==> src/hw/rx_config.svh <==
`ifndef RX_CONFIG_SVH
`define RX_CONFIG_SVH

// register bus
`define RX_DATA_W 32
`define RX_ADDR_W 16

// low bits select a register inside a peer
`define RX_OFFSET_W 14

// LLR capture
`define RX_LLR_W 8
`define RX_LLR_FIFO_DEPTH 16

// DDS phase and CFO increment width
`define RX_PHASE_W 20

// cell-search results
`define RX_NID_W 10
`define RX_NID2_W 2
`define RX_IBAR_W 3

`endif

==> src/hw/rx_bus_pkg.sv <==
`include "rx_config.svh"

package rx_bus_pkg;

    typedef enum logic {
        BUS_READ  = 1'b0,
        BUS_WRITE = 1'b1
    } bus_op_e;

    // same encodings as AXI xRESP
    typedef enum logic [1:0] {
        RESP_OKAY   = 2'd0,
        RESP_SLVERR = 2'd2,
        RESP_DECERR = 2'd3
    } bus_resp_e;

    // top two address bits
    typedef enum logic [1:0] {
        PEER_LLR    = 2'd0,
        PEER_CFO    = 2'd1,
        PEER_STATUS = 2'd2,
        PEER_NONE   = 2'd3
    } peer_sel_e;

    typedef struct packed {
        bus_op_e                op;
        logic [`RX_ADDR_W-1:0] addr;
        logic [`RX_DATA_W-1:0] wdata;
    } bus_req_t;

    typedef struct packed {
        bus_resp_e              resp;
        logic [`RX_DATA_W-1:0] rdata;
    } bus_rsp_t;

endpackage

==> src/hw/rx_sync_pkg.sv <==
`include "rx_config.svh"

package rx_sync_pkg;

    // detector results, each with its own valid
    typedef struct packed {
        logic                  nid2_valid;
        logic [`RX_NID2_W-1:0] nid2;
        logic                  nid_valid;
        logic [`RX_NID_W-1:0]  nid;
        logic                  ibar_valid;
        logic [`RX_IBAR_W-1:0] ibar;
    } sync_event_t;

    // relative to the previous update
    typedef struct packed {
        logic                          valid;
        logic signed [`RX_PHASE_W-1:0] inc;
    } cfo_update_t;

    typedef enum logic [1:0] {
        LLR_OTHER = 2'd0,
        LLR_PBCH  = 2'd1,
        LLR_SSS   = 2'd2
    } llr_kind_e;

    typedef struct packed {
        logic                 valid;
        logic [`RX_LLR_W-1:0] data;
        llr_kind_e            kind;
        logic                 last;
    } llr_beat_t;

    typedef enum logic {
        CFO_AUTO   = 1'b0,
        CFO_MANUAL = 1'b1
    } cfo_mode_e;

endpackage

==> src/hw/cfo_tracker.sv <==
`timescale 1ns/100ps
`include "rx_config.svh"

module cfo_tracker (
    input  logic                     clk_i,
    input  logic                     reset_ni,
    input  logic                     sample_valid_i,
    input  rx_sync_pkg::cfo_update_t cfo_update_i,
    input  rx_bus_pkg::bus_req_t     peer_req_i,
    input  logic                     req_valid_i,
    output rx_bus_pkg::bus_rsp_t     rsp_o,
    output logic                     rsp_valid_o
);

    rx_sync_pkg::cfo_mode_e        mode_q;
    logic signed [`RX_PHASE_W-1:0] acc_q;
    logic [`RX_PHASE_W-1:0]        phase_q;
    logic [`RX_OFFSET_W-1:0]       offset;
    logic                          is_read;
    rx_bus_pkg::bus_rsp_t          rsp_d;

    assign offset  = peer_req_i.addr[`RX_OFFSET_W-1:0];
    assign is_read = (peer_req_i.op == rx_bus_pkg::BUS_READ);

    always_ff @(posedge clk_i) begin
        if (!reset_ni) begin
            mode_q  <= rx_sync_pkg::CFO_AUTO;
            acc_q   <= '0;
            phase_q <= '0;
        end else begin
            if (req_valid_i && !is_read && offset == 'd0)
                mode_q <= rx_sync_pkg::cfo_mode_e'(peer_req_i.wdata[0]);
            if (mode_q == rx_sync_pkg::CFO_MANUAL) begin
                acc_q   <= '0;
                phase_q <= '0;
            end else begin
                // updates are relative, so subtract
                if (cfo_update_i.valid)
                    acc_q <= acc_q - cfo_update_i.inc;
                // phase steps with the old increment
                if (sample_valid_i)
                    phase_q <= phase_q + acc_q;
            end
        end
    end

    always_comb begin
        rsp_d.resp  = rx_bus_pkg::RESP_SLVERR;
        rsp_d.rdata = '0;
        case (offset)
            'd0: begin
                rsp_d.resp     = rx_bus_pkg::RESP_OKAY;
                rsp_d.rdata[0] = (mode_q == rx_sync_pkg::CFO_MANUAL);
            end
            'd1: if (is_read) begin
                rsp_d.resp  = rx_bus_pkg::RESP_OKAY;
                rsp_d.rdata = {{(`RX_DATA_W-`RX_PHASE_W){acc_q[`RX_PHASE_W-1]}}, acc_q};
            end
            'd2: if (is_read) begin
                rsp_d.resp                    = rx_bus_pkg::RESP_OKAY;
                rsp_d.rdata[`RX_PHASE_W-1:0] = phase_q;
            end
            default: ;
        endcase
    end

    always_ff @(posedge clk_i) begin
        if (!reset_ni)
            rsp_valid_o <= 1'b0;
        else
            rsp_valid_o <= req_valid_i;
    end

    always_ff @(posedge clk_i) begin
        if (req_valid_i)
            rsp_o <= rsp_d;
    end

endmodule

==> src/hw/ctrl_bus_decoder.sv <==
`timescale 1ns/100ps
`include "rx_config.svh"

module ctrl_bus_decoder (
    input  logic                 clk_i,
    input  logic                 reset_ni,
    input  rx_bus_pkg::bus_req_t bus_req_i,
    input  logic                 req_valid_i,
    output logic                 req_ready_o,
    output rx_bus_pkg::bus_rsp_t bus_rsp_o,
    output logic                 rsp_valid_o,
    input  logic                 rsp_ready_i,
    output rx_bus_pkg::bus_req_t peer_req_o,
    output logic                 llr_req_valid_o,
    output logic                 cfo_req_valid_o,
    output logic                 sts_req_valid_o,
    input  rx_bus_pkg::bus_rsp_t llr_rsp_i,
    input  logic                 llr_rsp_valid_i,
    input  rx_bus_pkg::bus_rsp_t cfo_rsp_i,
    input  logic                 cfo_rsp_valid_i,
    input  rx_bus_pkg::bus_rsp_t sts_rsp_i,
    input  logic                 sts_rsp_valid_i
);

    typedef enum logic [1:0] {
        DEC_IDLE,
        DEC_WAIT,
        DEC_HOLD
    } dec_state_e;

    dec_state_e            state_q;
    rx_bus_pkg::peer_sel_e sel_q;
    logic                  strobe_q;
    logic                  decerr_q;
    logic                  accept;
    logic                  peer_rsp_valid;
    rx_bus_pkg::bus_rsp_t  peer_rsp;

    assign req_ready_o = (state_q == DEC_IDLE);
    assign rsp_valid_o = (state_q == DEC_HOLD);
    assign accept      = req_valid_i && req_ready_o;

    assign llr_req_valid_o = strobe_q && (sel_q == rx_bus_pkg::PEER_LLR);
    assign cfo_req_valid_o = strobe_q && (sel_q == rx_bus_pkg::PEER_CFO);
    assign sts_req_valid_o = strobe_q && (sel_q == rx_bus_pkg::PEER_STATUS);

    // unmapped region answers in the same slot as a peer would
    always_comb begin
        peer_rsp_valid = llr_rsp_valid_i || cfo_rsp_valid_i || sts_rsp_valid_i || decerr_q;
        peer_rsp.resp  = rx_bus_pkg::RESP_DECERR;
        peer_rsp.rdata = '0;
        if (llr_rsp_valid_i)
            peer_rsp = llr_rsp_i;
        else if (cfo_rsp_valid_i)
            peer_rsp = cfo_rsp_i;
        else if (sts_rsp_valid_i)
            peer_rsp = sts_rsp_i;
    end

    always_ff @(posedge clk_i) begin
        if (!reset_ni) begin
            state_q  <= DEC_IDLE;
            strobe_q <= 1'b0;
            decerr_q <= 1'b0;
        end else begin
            strobe_q <= accept;
            decerr_q <= strobe_q && (sel_q == rx_bus_pkg::PEER_NONE);
            case (state_q)
                DEC_IDLE: if (accept) state_q <= DEC_WAIT;
                DEC_WAIT: if (peer_rsp_valid) state_q <= DEC_HOLD;
                DEC_HOLD: if (rsp_ready_i) state_q <= DEC_IDLE;
                default:  state_q <= DEC_IDLE;
            endcase
        end
    end

    // peers only see their local offset
    always_ff @(posedge clk_i) begin
        if (accept) begin
            sel_q            <= rx_bus_pkg::peer_sel_e'(bus_req_i.addr[`RX_ADDR_W-1:`RX_OFFSET_W]);
            peer_req_o.op    <= bus_req_i.op;
            peer_req_o.addr  <= {{(`RX_ADDR_W-`RX_OFFSET_W){1'b0}},
                                 bus_req_i.addr[`RX_OFFSET_W-1:0]};
            peer_req_o.wdata <= bus_req_i.wdata;
        end
        if (state_q == DEC_WAIT && peer_rsp_valid)
            bus_rsp_o <= peer_rsp;
    end

    // ------------------------------------------------------------------------
    a_one_peer_rsp: assert property (@(posedge clk_i) disable iff (!reset_ni)
        $onehot0({llr_rsp_valid_i, cfo_rsp_valid_i, sts_rsp_valid_i}));

    a_rsp_in_wait: assert property (@(posedge clk_i) disable iff (!reset_ni)
        (llr_rsp_valid_i || cfo_rsp_valid_i || sts_rsp_valid_i) |-> state_q == DEC_WAIT);

endmodule

==> src/hw/llr_capture_fifo.sv <==
`timescale 1ns/100ps
`include "rx_config.svh"

module llr_capture_fifo (
    input  logic                   clk_i,
    input  logic                   reset_ni,
    input  rx_sync_pkg::llr_beat_t llr_i,
    input  rx_bus_pkg::bus_req_t   peer_req_i,
    input  logic                   req_valid_i,
    output rx_bus_pkg::bus_rsp_t   rsp_o,
    output logic                   rsp_valid_o
);

    localparam int PTR_W = $clog2(`RX_LLR_FIFO_DEPTH);
    localparam int LVL_W = PTR_W + 1;

    // entry is {last, data}
    logic [`RX_LLR_W:0]      mem [`RX_LLR_FIFO_DEPTH];
    logic [PTR_W-1:0]        wr_ptr_q;
    logic [PTR_W-1:0]        rd_ptr_q;
    logic [LVL_W-1:0]        level_q;
    logic                    overflow_q;
    logic [`RX_OFFSET_W-1:0] offset;
    logic                    is_read;
    logic                    empty;
    logic                    full;
    logic                    push;
    logic                    push_ok;
    logic                    pop;
    logic                    clear;
    rx_bus_pkg::bus_rsp_t    rsp_d;

    assign offset  = peer_req_i.addr[`RX_OFFSET_W-1:0];
    assign is_read = (peer_req_i.op == rx_bus_pkg::BUS_READ);
    assign empty   = (level_q == '0);
    assign full    = (level_q == LVL_W'(`RX_LLR_FIFO_DEPTH));
    assign push    = llr_i.valid && (llr_i.kind == rx_sync_pkg::LLR_PBCH);
    assign push_ok = push && !full && !clear;
    assign pop     = req_valid_i && is_read && (offset == 'd0) && !empty;
    assign clear   = req_valid_i && !is_read && (offset == 'd1);

    always_ff @(posedge clk_i) begin
        if (push_ok)
            mem[wr_ptr_q] <= {llr_i.last, llr_i.data};
    end

    always_ff @(posedge clk_i) begin
        if (!reset_ni) begin
            wr_ptr_q   <= '0;
            rd_ptr_q   <= '0;
            level_q    <= '0;
            overflow_q <= 1'b0;
        end else if (clear) begin
            wr_ptr_q   <= '0;
            rd_ptr_q   <= '0;
            level_q    <= '0;
            overflow_q <= 1'b0;
        end else begin
            if (push_ok)
                wr_ptr_q <= wr_ptr_q + 1'b1;
            if (pop)
                rd_ptr_q <= rd_ptr_q + 1'b1;
            // sticky until the host clears it
            if (push && full)
                overflow_q <= 1'b1;
            level_q <= level_q + LVL_W'(push_ok) - LVL_W'(pop);
        end
    end

    // ------------------------------------------------------------------------
    always_comb begin
        rsp_d.resp  = rx_bus_pkg::RESP_SLVERR;
        rsp_d.rdata = '0;
        if (offset == 'd0 && is_read && !empty) begin
            rsp_d.resp               = rx_bus_pkg::RESP_OKAY;
            rsp_d.rdata[`RX_LLR_W:0] = mem[rd_ptr_q];
        end else if (offset == 'd1) begin
            rsp_d.resp = rx_bus_pkg::RESP_OKAY;
            if (is_read) begin
                rsp_d.rdata[LVL_W-1:0]      = level_q;
                rsp_d.rdata[`RX_DATA_W-1] = overflow_q;
            end
        end
    end

    always_ff @(posedge clk_i) begin
        if (!reset_ni)
            rsp_valid_o <= 1'b0;
        else
            rsp_valid_o <= req_valid_i;
    end

    always_ff @(posedge clk_i) begin
        if (req_valid_i)
            rsp_o <= rsp_d;
    end

    a_level_bound: assert property (@(posedge clk_i) disable iff (!reset_ni)
        level_q <= LVL_W'(`RX_LLR_FIFO_DEPTH));

endmodule

==> src/hw/rx_ctrl_top.sv <==
`timescale 1ns/100ps

module rx_ctrl_top (
    input  logic                     clk_i,
    input  logic                     reset_ni,
    input  rx_bus_pkg::bus_req_t     bus_req_i,
    input  logic                     req_valid_i,
    output logic                     req_ready_o,
    output rx_bus_pkg::bus_rsp_t     bus_rsp_o,
    output logic                     rsp_valid_o,
    input  logic                     rsp_ready_i,
    input  logic                     sample_valid_i,
    input  rx_sync_pkg::sync_event_t sync_event_i,
    input  rx_sync_pkg::cfo_update_t cfo_update_i,
    input  rx_sync_pkg::llr_beat_t   llr_i
);

    rx_bus_pkg::bus_req_t peer_req;
    rx_bus_pkg::bus_rsp_t llr_rsp;
    rx_bus_pkg::bus_rsp_t cfo_rsp;
    rx_bus_pkg::bus_rsp_t sts_rsp;
    logic                 llr_req_valid;
    logic                 cfo_req_valid;
    logic                 sts_req_valid;
    logic                 llr_rsp_valid;
    logic                 cfo_rsp_valid;
    logic                 sts_rsp_valid;

    ctrl_bus_decoder u_decoder (
        .clk_i           (clk_i),
        .reset_ni        (reset_ni),
        .bus_req_i       (bus_req_i),
        .req_valid_i     (req_valid_i),
        .req_ready_o     (req_ready_o),
        .bus_rsp_o       (bus_rsp_o),
        .rsp_valid_o     (rsp_valid_o),
        .rsp_ready_i     (rsp_ready_i),
        .peer_req_o      (peer_req),
        .llr_req_valid_o (llr_req_valid),
        .cfo_req_valid_o (cfo_req_valid),
        .sts_req_valid_o (sts_req_valid),
        .llr_rsp_i       (llr_rsp),
        .llr_rsp_valid_i (llr_rsp_valid),
        .cfo_rsp_i       (cfo_rsp),
        .cfo_rsp_valid_i (cfo_rsp_valid),
        .sts_rsp_i       (sts_rsp),
        .sts_rsp_valid_i (sts_rsp_valid)
    );

    llr_capture_fifo u_llr_fifo (
        .clk_i       (clk_i),
        .reset_ni    (reset_ni),
        .llr_i       (llr_i),
        .peer_req_i  (peer_req),
        .req_valid_i (llr_req_valid),
        .rsp_o       (llr_rsp),
        .rsp_valid_o (llr_rsp_valid)
    );

    cfo_tracker u_cfo (
        .clk_i          (clk_i),
        .reset_ni       (reset_ni),
        .sample_valid_i (sample_valid_i),
        .cfo_update_i   (cfo_update_i),
        .peer_req_i     (peer_req),
        .req_valid_i    (cfo_req_valid),
        .rsp_o          (cfo_rsp),
        .rsp_valid_o    (cfo_rsp_valid)
    );

    sync_status_regs u_status (
        .clk_i          (clk_i),
        .reset_ni       (reset_ni),
        .sample_valid_i (sample_valid_i),
        .sync_event_i   (sync_event_i),
        .peer_req_i     (peer_req),
        .req_valid_i    (sts_req_valid),
        .rsp_o          (sts_rsp),
        .rsp_valid_o    (sts_rsp_valid)
    );

endmodule

==> src/hw/sync_status_regs.sv <==
`timescale 1ns/100ps
`include "rx_config.svh"

module sync_status_regs (
    input  logic                     clk_i,
    input  logic                     reset_ni,
    input  logic                     sample_valid_i,
    input  rx_sync_pkg::sync_event_t sync_event_i,
    input  rx_bus_pkg::bus_req_t     peer_req_i,
    input  logic                     req_valid_i,
    output rx_bus_pkg::bus_rsp_t     rsp_o,
    output logic                     rsp_valid_o
);

    logic [`RX_NID2_W-1:0]   nid2_q;
    logic [`RX_NID_W-1:0]    nid_q;
    logic [`RX_IBAR_W-1:0]   ibar_q;
    logic [`RX_DATA_W-1:0]   sample_cnt_q;
    logic [`RX_OFFSET_W-1:0] offset;
    logic                    is_read;
    rx_bus_pkg::bus_rsp_t    rsp_d;

    assign offset  = peer_req_i.addr[`RX_OFFSET_W-1:0];
    assign is_read = (peer_req_i.op == rx_bus_pkg::BUS_READ);

    // ------------------------------------------------------------------------
    // latched cell-search results
    always_ff @(posedge clk_i) begin
        if (!reset_ni) begin
            nid2_q <= '0;
            nid_q  <= '0;
            ibar_q <= '0;
        end else begin
            if (sync_event_i.nid2_valid)
                nid2_q <= sync_event_i.nid2;
            if (sync_event_i.nid_valid)
                nid_q <= sync_event_i.nid;
            if (sync_event_i.ibar_valid)
                ibar_q <= sync_event_i.ibar;
        end
    end

    // free running, wraps
    always_ff @(posedge clk_i) begin
        if (!reset_ni)
            sample_cnt_q <= '0;
        else if (sample_valid_i)
            sample_cnt_q <= sample_cnt_q + 1'b1;
    end

    // ------------------------------------------------------------------------
    // read only block, every write is rejected
    always_comb begin
        rsp_d.resp  = rx_bus_pkg::RESP_SLVERR;
        rsp_d.rdata = '0;
        if (is_read) begin
            rsp_d.resp = rx_bus_pkg::RESP_OKAY;
            case (offset)
                'd0: rsp_d.rdata[`RX_NID2_W-1:0] = nid2_q;
                'd1: rsp_d.rdata[`RX_NID_W-1:0]  = nid_q;
                'd2: rsp_d.rdata[`RX_IBAR_W-1:0] = ibar_q;
                'd3: rsp_d.rdata                 = sample_cnt_q;
                default: rsp_d.resp = rx_bus_pkg::RESP_SLVERR;
            endcase
        end
    end

    always_ff @(posedge clk_i) begin
        if (!reset_ni)
            rsp_valid_o <= 1'b0;
        else
            rsp_valid_o <= req_valid_i;
    end

    always_ff @(posedge clk_i) begin
        if (req_valid_i)
            rsp_o <= rsp_d;
    end

endmodule

==> config.mk <==
export PLATFORM = sky130hd
export DESIGN_NAME = rx_ctrl_top
export DESIGN_NICKNAME = d
export VERILOG_FILES = /design/src/hw/rx_bus_pkg.sv /design/src/hw/rx_sync_pkg.sv /design/src/hw/cfo_tracker.sv /design/src/hw/ctrl_bus_decoder.sv /design/src/hw/llr_capture_fifo.sv /design/src/hw/rx_ctrl_top.sv /design/src/hw/sync_status_regs.sv
export VERILOG_INCLUDE_DIRS = /design/src /design/src/hw
export SDC_FILE = /design/constraint.sdc
export NUM_CORES = 1
export LEC_CHECK = 0
export BUFFER_PORTS_ARGS = -buffer_cell sky130_fd_sc_hd__buf_2
export CORE_UTILIZATION = 60
export DETAILED_ROUTE_END_ITERATION = 6
export MAX_ROUTING_LAYER = met4
export PLACE_DENSITY = 0.85
export SETUP_SLACK_MARGIN = 0.15
export SYNTH_ARGS = -nofsm -noshare
export SYNTH_HDL_FRONTEND = slang
export SYNTH_HIERARCHICAL = 1
export SYNTH_SLANG_ARGS = --single-unit
==> constraint.sdc <==
create_clock -name clk_i -period 8 [get_ports clk_i]
set_input_delay 2.4 -clock clk_i [delete_from_list [all_inputs] [get_ports clk_i]]
set_output_delay 2.4 -clock clk_i [all_outputs]
set_load 0.02 [all_outputs]
==> impl_metrics.json, run 1 <==
{
  "nets": 1689,
  "clkSinkCount": 375,
  "ctsRootBufferMaster": "clkbuf_16",
  "timing.final.crit_share_pct": 65.8,
  "worstMarginPinSlew_ns": 1.25,
  "fill_cells": 1968,
  "drt_iter0_markers": 1117,
  "ant_nets": 0,
  "critPathRequiredTime_ns": 8.39,
  "drv_slew": 0,
  "crit_fanout": 17,
  "drv_cap": 0,
  "syn-mean-instance-area_um2": 12.3,
  "finalCriticalPeriod_ns": 5.26,
  "avgRoutedWirePerCell_um": 19.9,
  "drive_above_1_share_pct": 16.3,
  "grt_max_degree": 71,
  "finalWirelength_mm": 38.7,
  "cts_tree": "yes",
  "skew_ns": 0.0131,
  "port_buffers": 109,
  "ctsResizeCount": 0,
  "critPathCaptureType": "flip-flop",
  "status": "finished, final reports clean",
  "whs_ns": 0.469,
  "p_comb_share_pct": 10.3,
  "rsz0062_at_grt": "no",
  "final_common_cell": "edfxtp_1",
  "insertion_delay_ns": 0.53,
  "layout_common_cells": "edfxtp_1 (262), a21oi_1 (111), dfxtp_1 (110)",
  "setup_viol": 0,
  "power_density_nw_per_um2": 229,
  "yosys_warnings": 6,
  "clk_pin_slew_ns": 0.06,
  "fp.dieW_um": 174,
  "antenna_found_initial": 0,
  "ioPinCount": 141,
  "p_leak_uw": 0.00725,
  "p_clk_share_pct": 41.2,
  "grt_first_pass_wirelength_mm": 61.9,
  "core_um2": 28900,
  "place_ws_ns": 2.41,
  "h-tree-depth": 2,
  "initial_core_util_pct": 61.5,
  "dieArea_um2": 30400,
  "finalWorstSetupSlack_ns": 2.74,
  "via_count": 11891,
  "p_sw_uw": 1080,
  "critical_path_class": "in -> reg",
  "setup-tns-final_ns": 0,
  "grt_pass1_vias": 11874,
  "p_int_uw": 3460,
  "switching_share_pct": 23.7,
  "finalHoldViolations": 0,
  "std_cell_rows": 62,
  "hold_class": "reg -> reg",
  "synth_area_um2": 17800,
  "utilization_pct": 68.4,
  "dpl.hpwl_mm": 25.7,
  "cts_inserted_buffers": 38,
  "arrival_ns": 5.65,
  "gp_congestion": 0.912,
  "routed_via_density": 6.12,
  "pwr-share-seq_pct": 48.5,
  "drc_errors": 0,
  "postCtsSetupBuffers": 0,
  "relSlewSlack_pct": 16.8,
  "grt-ovfl-total": 0,
  "antenna_cells": 0,
  "cts_max_path_buffers": 3,
  "ir_worst_vdd_uv": 193,
  "grt_util_all_layers_pct": 26.6,
  "die_y_um": 174,
  "syn2layout_area_growth_pct": 11.2,
  "dr.pass1.iters": 7,
  "cts-hold-fix-buffers": 0,
  "start_kind": "primary input",
  "netlist_instances": 1450,
  "max_clock_freq_ghz": 0.190
}
## registers in the layout, summed over array words and instances, names as in the netlist, 5 cells and up, named ones only
register	cells
u_cfo/acc_q	20
u_llr_fifo/rsp_o	11
u_status/rsp_o	33
u_cfo/phase_q	20
u_llr_fifo/level_q	5
u_decoder/bus_rsp_o	34
u_llr_fifo/mem	144
u_status/nid_q	10
u_status/sample_cnt_q	32
u_cfo/rsp_o	22
u_decoder/peer_req_o	16
## critical path, stage by stage
cell and delay (ns):
buf_2 0.09, nand3b_1 0.22, a31oi_1 0.54, and2_0 0.64
inv_1 0.12, ha_1 0.33, inv_1 0.06, ha_1 0.22
fa_1 0.43, a21oi_1 0.17, nor2_1 0.05, nor2_1 0.14
xnor2_1 0.16, nor2_1 0.06
## layer usage
layer | GRT usage, % | wire [um] | up-vias | part of all wire, %
met5 | - | 0 | - | 0
met4 | 9.94 | 1210 | 0 | 3.1
met3 | 3.65 | 2180 | 111 | 5.6
met2 | 44.7 | 19800 | 426 | 51
met1 | 32.8 | 15600 | 5780 | 40
li1 | - | - | 5574 | -
## final cells by class
type	count	area [um^2]	share of cell area (%)
inverters	46	173	0.872
repair buffers	124	658	3.32
multi-input cells	946	7020	35.5
flip-flops and latches	375	10100	51.2
well taps	384	480	2.43
clock inverters	15	216	1.09
clock buffers	53	1110	5.61
## power by group through the flow
| stage | Combinational (uW) | Clock [uW] | Sequential (uW) |
|---|---|---|---|
| 3_5_place_dp | 458 | 0 | 2240 |
| 4_1_cts | 464 | 1900 | 2200 |
| 6_report | 469 | 1870 | 2200 |
| 3_3_place_gp | 441 | 0 | 2240 |
| 2_1_floorplan | 353 | 0 | 2220 |
| 5_1_grt | 521 | 1970 | 2210 |
## worst paths after layout
| path | start | endpoint | slack (ns) | cells past startpoint |
|---|---|---|---|---|
| worst max-delay path | llr_i[2] | u_llr_fifo/level_q[4] | 2.74 | 14 |
| worst min-delay path | u_cfo/phase_q[17] | u_cfo/phase_q[17] | 0.47 | 2 |
| worst max register to register | u_decoder/peer_req_o[33] | u_llr_fifo/level_q[4] | 4.09 | 14 |
| worst min register to register | u_cfo/phase_q[17] | u_cfo/phase_q[17] | 0.47 | 2 |
## per-stage QoR
stage	instances	power [uW]	instance area (um^2)
6_report	1943	4540	19800
5_1_grt	1943	4700	19800
4_1_cts	1943	4560	19800
3_5_place_dp	1875	2700	18500
3_3_place_gp	1875	2680	18500
2_1_floorplan	1472	2580	17900
Power figures use the tool's default switching activity.
==> inputs of run 2 (changes only) <==
--- a/config.mk
+++ b/config.mk
@@ -6,11 +6,12 @@
 export SDC_FILE = /design/constraint.sdc
 export NUM_CORES = 1
 export LEC_CHECK = 0
+export ABC_AREA = 1
 export BUFFER_PORTS_ARGS = -buffer_cell sky130_fd_sc_hd__buf_2
 export CORE_UTILIZATION = 60
 export DETAILED_ROUTE_END_ITERATION = 6
 export MAX_ROUTING_LAYER = met4
-export PLACE_DENSITY = 0.85
+export PLACE_DENSITY = 0.84
 export SETUP_SLACK_MARGIN = 0.15
 export SYNTH_ARGS = -nofsm -noshare
 export SYNTH_HDL_FRONTEND = slang
==> constraint.sdc (replaced) <==
create_clock -name clk_i -period 5.1 [get_ports clk_i]
set_input_delay 1.53 -clock clk_i [delete_from_list [all_inputs] [get_ports clk_i]]
set_output_delay 1.53 -clock clk_i [all_outputs]
set_load 0.02 [all_outputs]
==> run 2 against run 1 <==
Register-to-register slack worse by 2.4 ns. Sequential power up 55%. Via count up 30%. Cell count up 44%. Largest power group unchanged. First-iteration DRC count up 31%. Clock power up 48%. Worst setup slack worse by 1.0 ns. Flip-flop and latch count unchanged.
==> impl_metrics.json, run 2 <==
{
  "hold_class": "reg -> reg",
  "cts_tree": "yes",
  "rsz0062_at_grt": "no",
  "dr.pass1.iters": 6,
  "final_common_cell": "nand2_1",
  "finalWorstSetupSlack_ns": 1.71,
  "routed_via_density": 5.51,
  "critPathCaptureType": "flip-flop",
  "avgRoutedWirePerCell_um": 16.9,
  "cpPeakStageDelay_ns": 0.69,
  "insertion_delay_ns": 0.54,
  "drc_errors": 0,
  "yosys_warnings": 6,
  "postCtsSetupBuffers": 0,
  "start_kind": "flip-flop",
  "max_clock_freq_ghz": 0.295,
  "critical-path-slowest-cell": "nor3_2",
  "crit_chain": "nor2_1 -> nand2_1 -> nor2_1 -> nand2_1 -> nor3_2 -> nand2_1 -> inv_1 -> ha_1 -> inv_1 -> ha_1 -> fa_1 -> nand3_1 -> a21o_1 -> a21oi_1",
  "core_um2": 31600,
  "clkSinkCount": 375,
  "whs_ns": 0.469,
  "fin_area_um2": 21200,
  "drive_above_1_share_pct": 12.9,
  "grt_pass1_vias": 14629,
  "drv_slew": 0,
  "syn2layout_area_growth_pct": 9.52,
  "p_clk_share_pct": 40.3,
  "h-tree-depth": 2,
  "place_area_um2": 19900,
  "grt_util_all_layers_pct": 29.5,
  "timing.final.crit_share_pct": 66.5,
  "antenna_found_initial": 1,
  "layout_common_cells": "nand2_1 (517), inv_1 (307), nor2_1 (288)",
  "ir_worst_vdd_uv": 203,
  "grt_max_degree": 85,
  "std_cell_rows": 65,
  "ioPinCount": 141,
  "cts_max_path_buffers": 3,
  "top_regs": "u_llr_fifo/mem: 144 flops, u_decoder/bus_rsp_o: 34 flops, u_status/rsp_o: 33 flops",
  "port_buffers": 109,
  "via_count": 15414,
  "finalHoldViolations": 0,
  "clk_pin_slew_ns": 0.06,
  "p_leak_uw": 0.00911,
  "arrival_ns": 3.84,
  "netlist_instances": 2279,
  "ctsRootBufferMaster": "clkbuf_16",
  "dieArea_um2": 32900,
  "die_y_um": 181,
  "grt-ovfl-total": 0,
  "top_register": "u_llr_fifo/mem",
  "worstMarginPinSlew_ns": 1.05,
  "layout.cells.non_filler": 2795,
  "synth_area_um2": 19300,
  "setup_viol": 0,
  "critPathTopFamily": "simple AND/OR/NAND/NOR gates",
  "power_density_nw_per_um2": 324,
  "p_comb_share_pct": 10.1,
  "ctsResizeCount": 0,
  "critPathRequiredTime_ns": 5.55,
  "p_sw_uw": 1710,
  "drt_iter0_markers": 1464,
  "crit_fanout": 11,
  "ant_nets": 0,
  "drv_cap": 0,
  "setup-tns-final_ns": 0,
  "pwr-share-seq_pct": 49.6,
  "finalCriticalPeriod_ns": 3.39,
  "fp.dieW_um": 181,
  "place_ws_ns": 1.42,
  "largest_reg_flops": 144,
  "dpl.hpwl_mm": 33.1,
  "status": "finished, final reports clean",
  "cts-hold-fix-buffers": 0,
  "switching_share_pct": 24.9,
  "cts_inserted_buffers": 39,
  "critical_path_class": "reg -> reg",
  "skew_ns": 0.0238,
  "gp_congestion": 0.958,
  "finalWirelength_mm": 47.2,
  "initial_core_util_pct": 61.1,
  "grt_first_pass_wirelength_mm": 74.0,
  "relSlewSlack_pct": 30.1,
  "syn-mean-instance-area_um2": 8.48,
  "nets": 2519,
  "placed_cells": 2722,
  "critPathBufInv": 2,
  "p_int_uw": 5160,
  "cp_common_cell": "nand2_1"
}
run 2: changes by cell type in the layout (fill, tap and decap cells not counted), moves of 38 or more:
cell	before	now
inv_1	45	307
nand2_1	59	517
mux4_2	38	0
nor2b_1	46	0
nor2_1	102	288
nand3b_1	41	0
mux2i_1	56	0
nand3_1	29	168
o21ai_0	29	86
run 2: final cells by class:
type,instances,area [um^2]
Clock inverter,15,126
Inverter,326,1230
Multi-Input combinational cell,1496,7390
Timing Repair Buffer,123,651
Antenna cell,1,2.50
Fill cell,2404,10500
Tap cell,402,503
Clock buffer,57,1130
Sequential cell,375,10100
run 2: worst reg2reg max path: stages, from the launching register on:
cell and delay (ns):
edfxtp_1 0.63, nor2_1 0.18, nand2_1 0.07, nor2_1 0.20
nand2_1 0.13, nor3_2 0.69, nand2_1 0.10, inv_1 0.09
ha_1 0.23, inv_1 0.06, ha_1 0.20, fa_1 0.25
nand3_1 0.12, a21o_1 0.20, a21oi_1 0.16
run 2: worst paths after layout:
| check | from | end | slack, ns | cells past startpoint |
|---|---|---|---|---|
| max | u_decoder/peer_req_o[33] | u_llr_fifo/level_q[4] | 1.71 | 14 |
| min | u_llr_fifo/overflow_q | u_llr_fifo/overflow_q | 0.47 | 2 |
| max reg2reg | u_decoder/peer_req_o[33] | u_llr_fifo/level_q[4] | 1.71 | 14 |
| min reg2reg | u_llr_fifo/overflow_q | u_llr_fifo/overflow_q | 0.47 | 2 |
run 2: power groups by stage:
stage	clock (uW)	sequential, uW	combinational [uW]
3_5_place_dp	0	3470	683
4_1_cts	2800	3400	688
2_1_floorplan	0	3440	507
3_3_place_gp	0	3460	661
6_report	2770	3400	693
5_1_grt	2930	3410	778
run 2: metrics by stage:
step / total power, uW / utilization [%]
finish: 6860 / 66.9
global route: 7110 / 66.9
CTS: 6890 / 66.9
detailed placement: 4150 / 62.9
global placement: 4120 / 62.9
floorplan: 3950 / -
run 2: routing by layer:
layer	global-route usage [%]	vias up	share of wire (%)
met2	48.7	629	48
li1	-	7487	-
met5	-	-	0
met3	3.77	135	6.8
met1	36.3	7163	40
met4	13.8	0	4.8
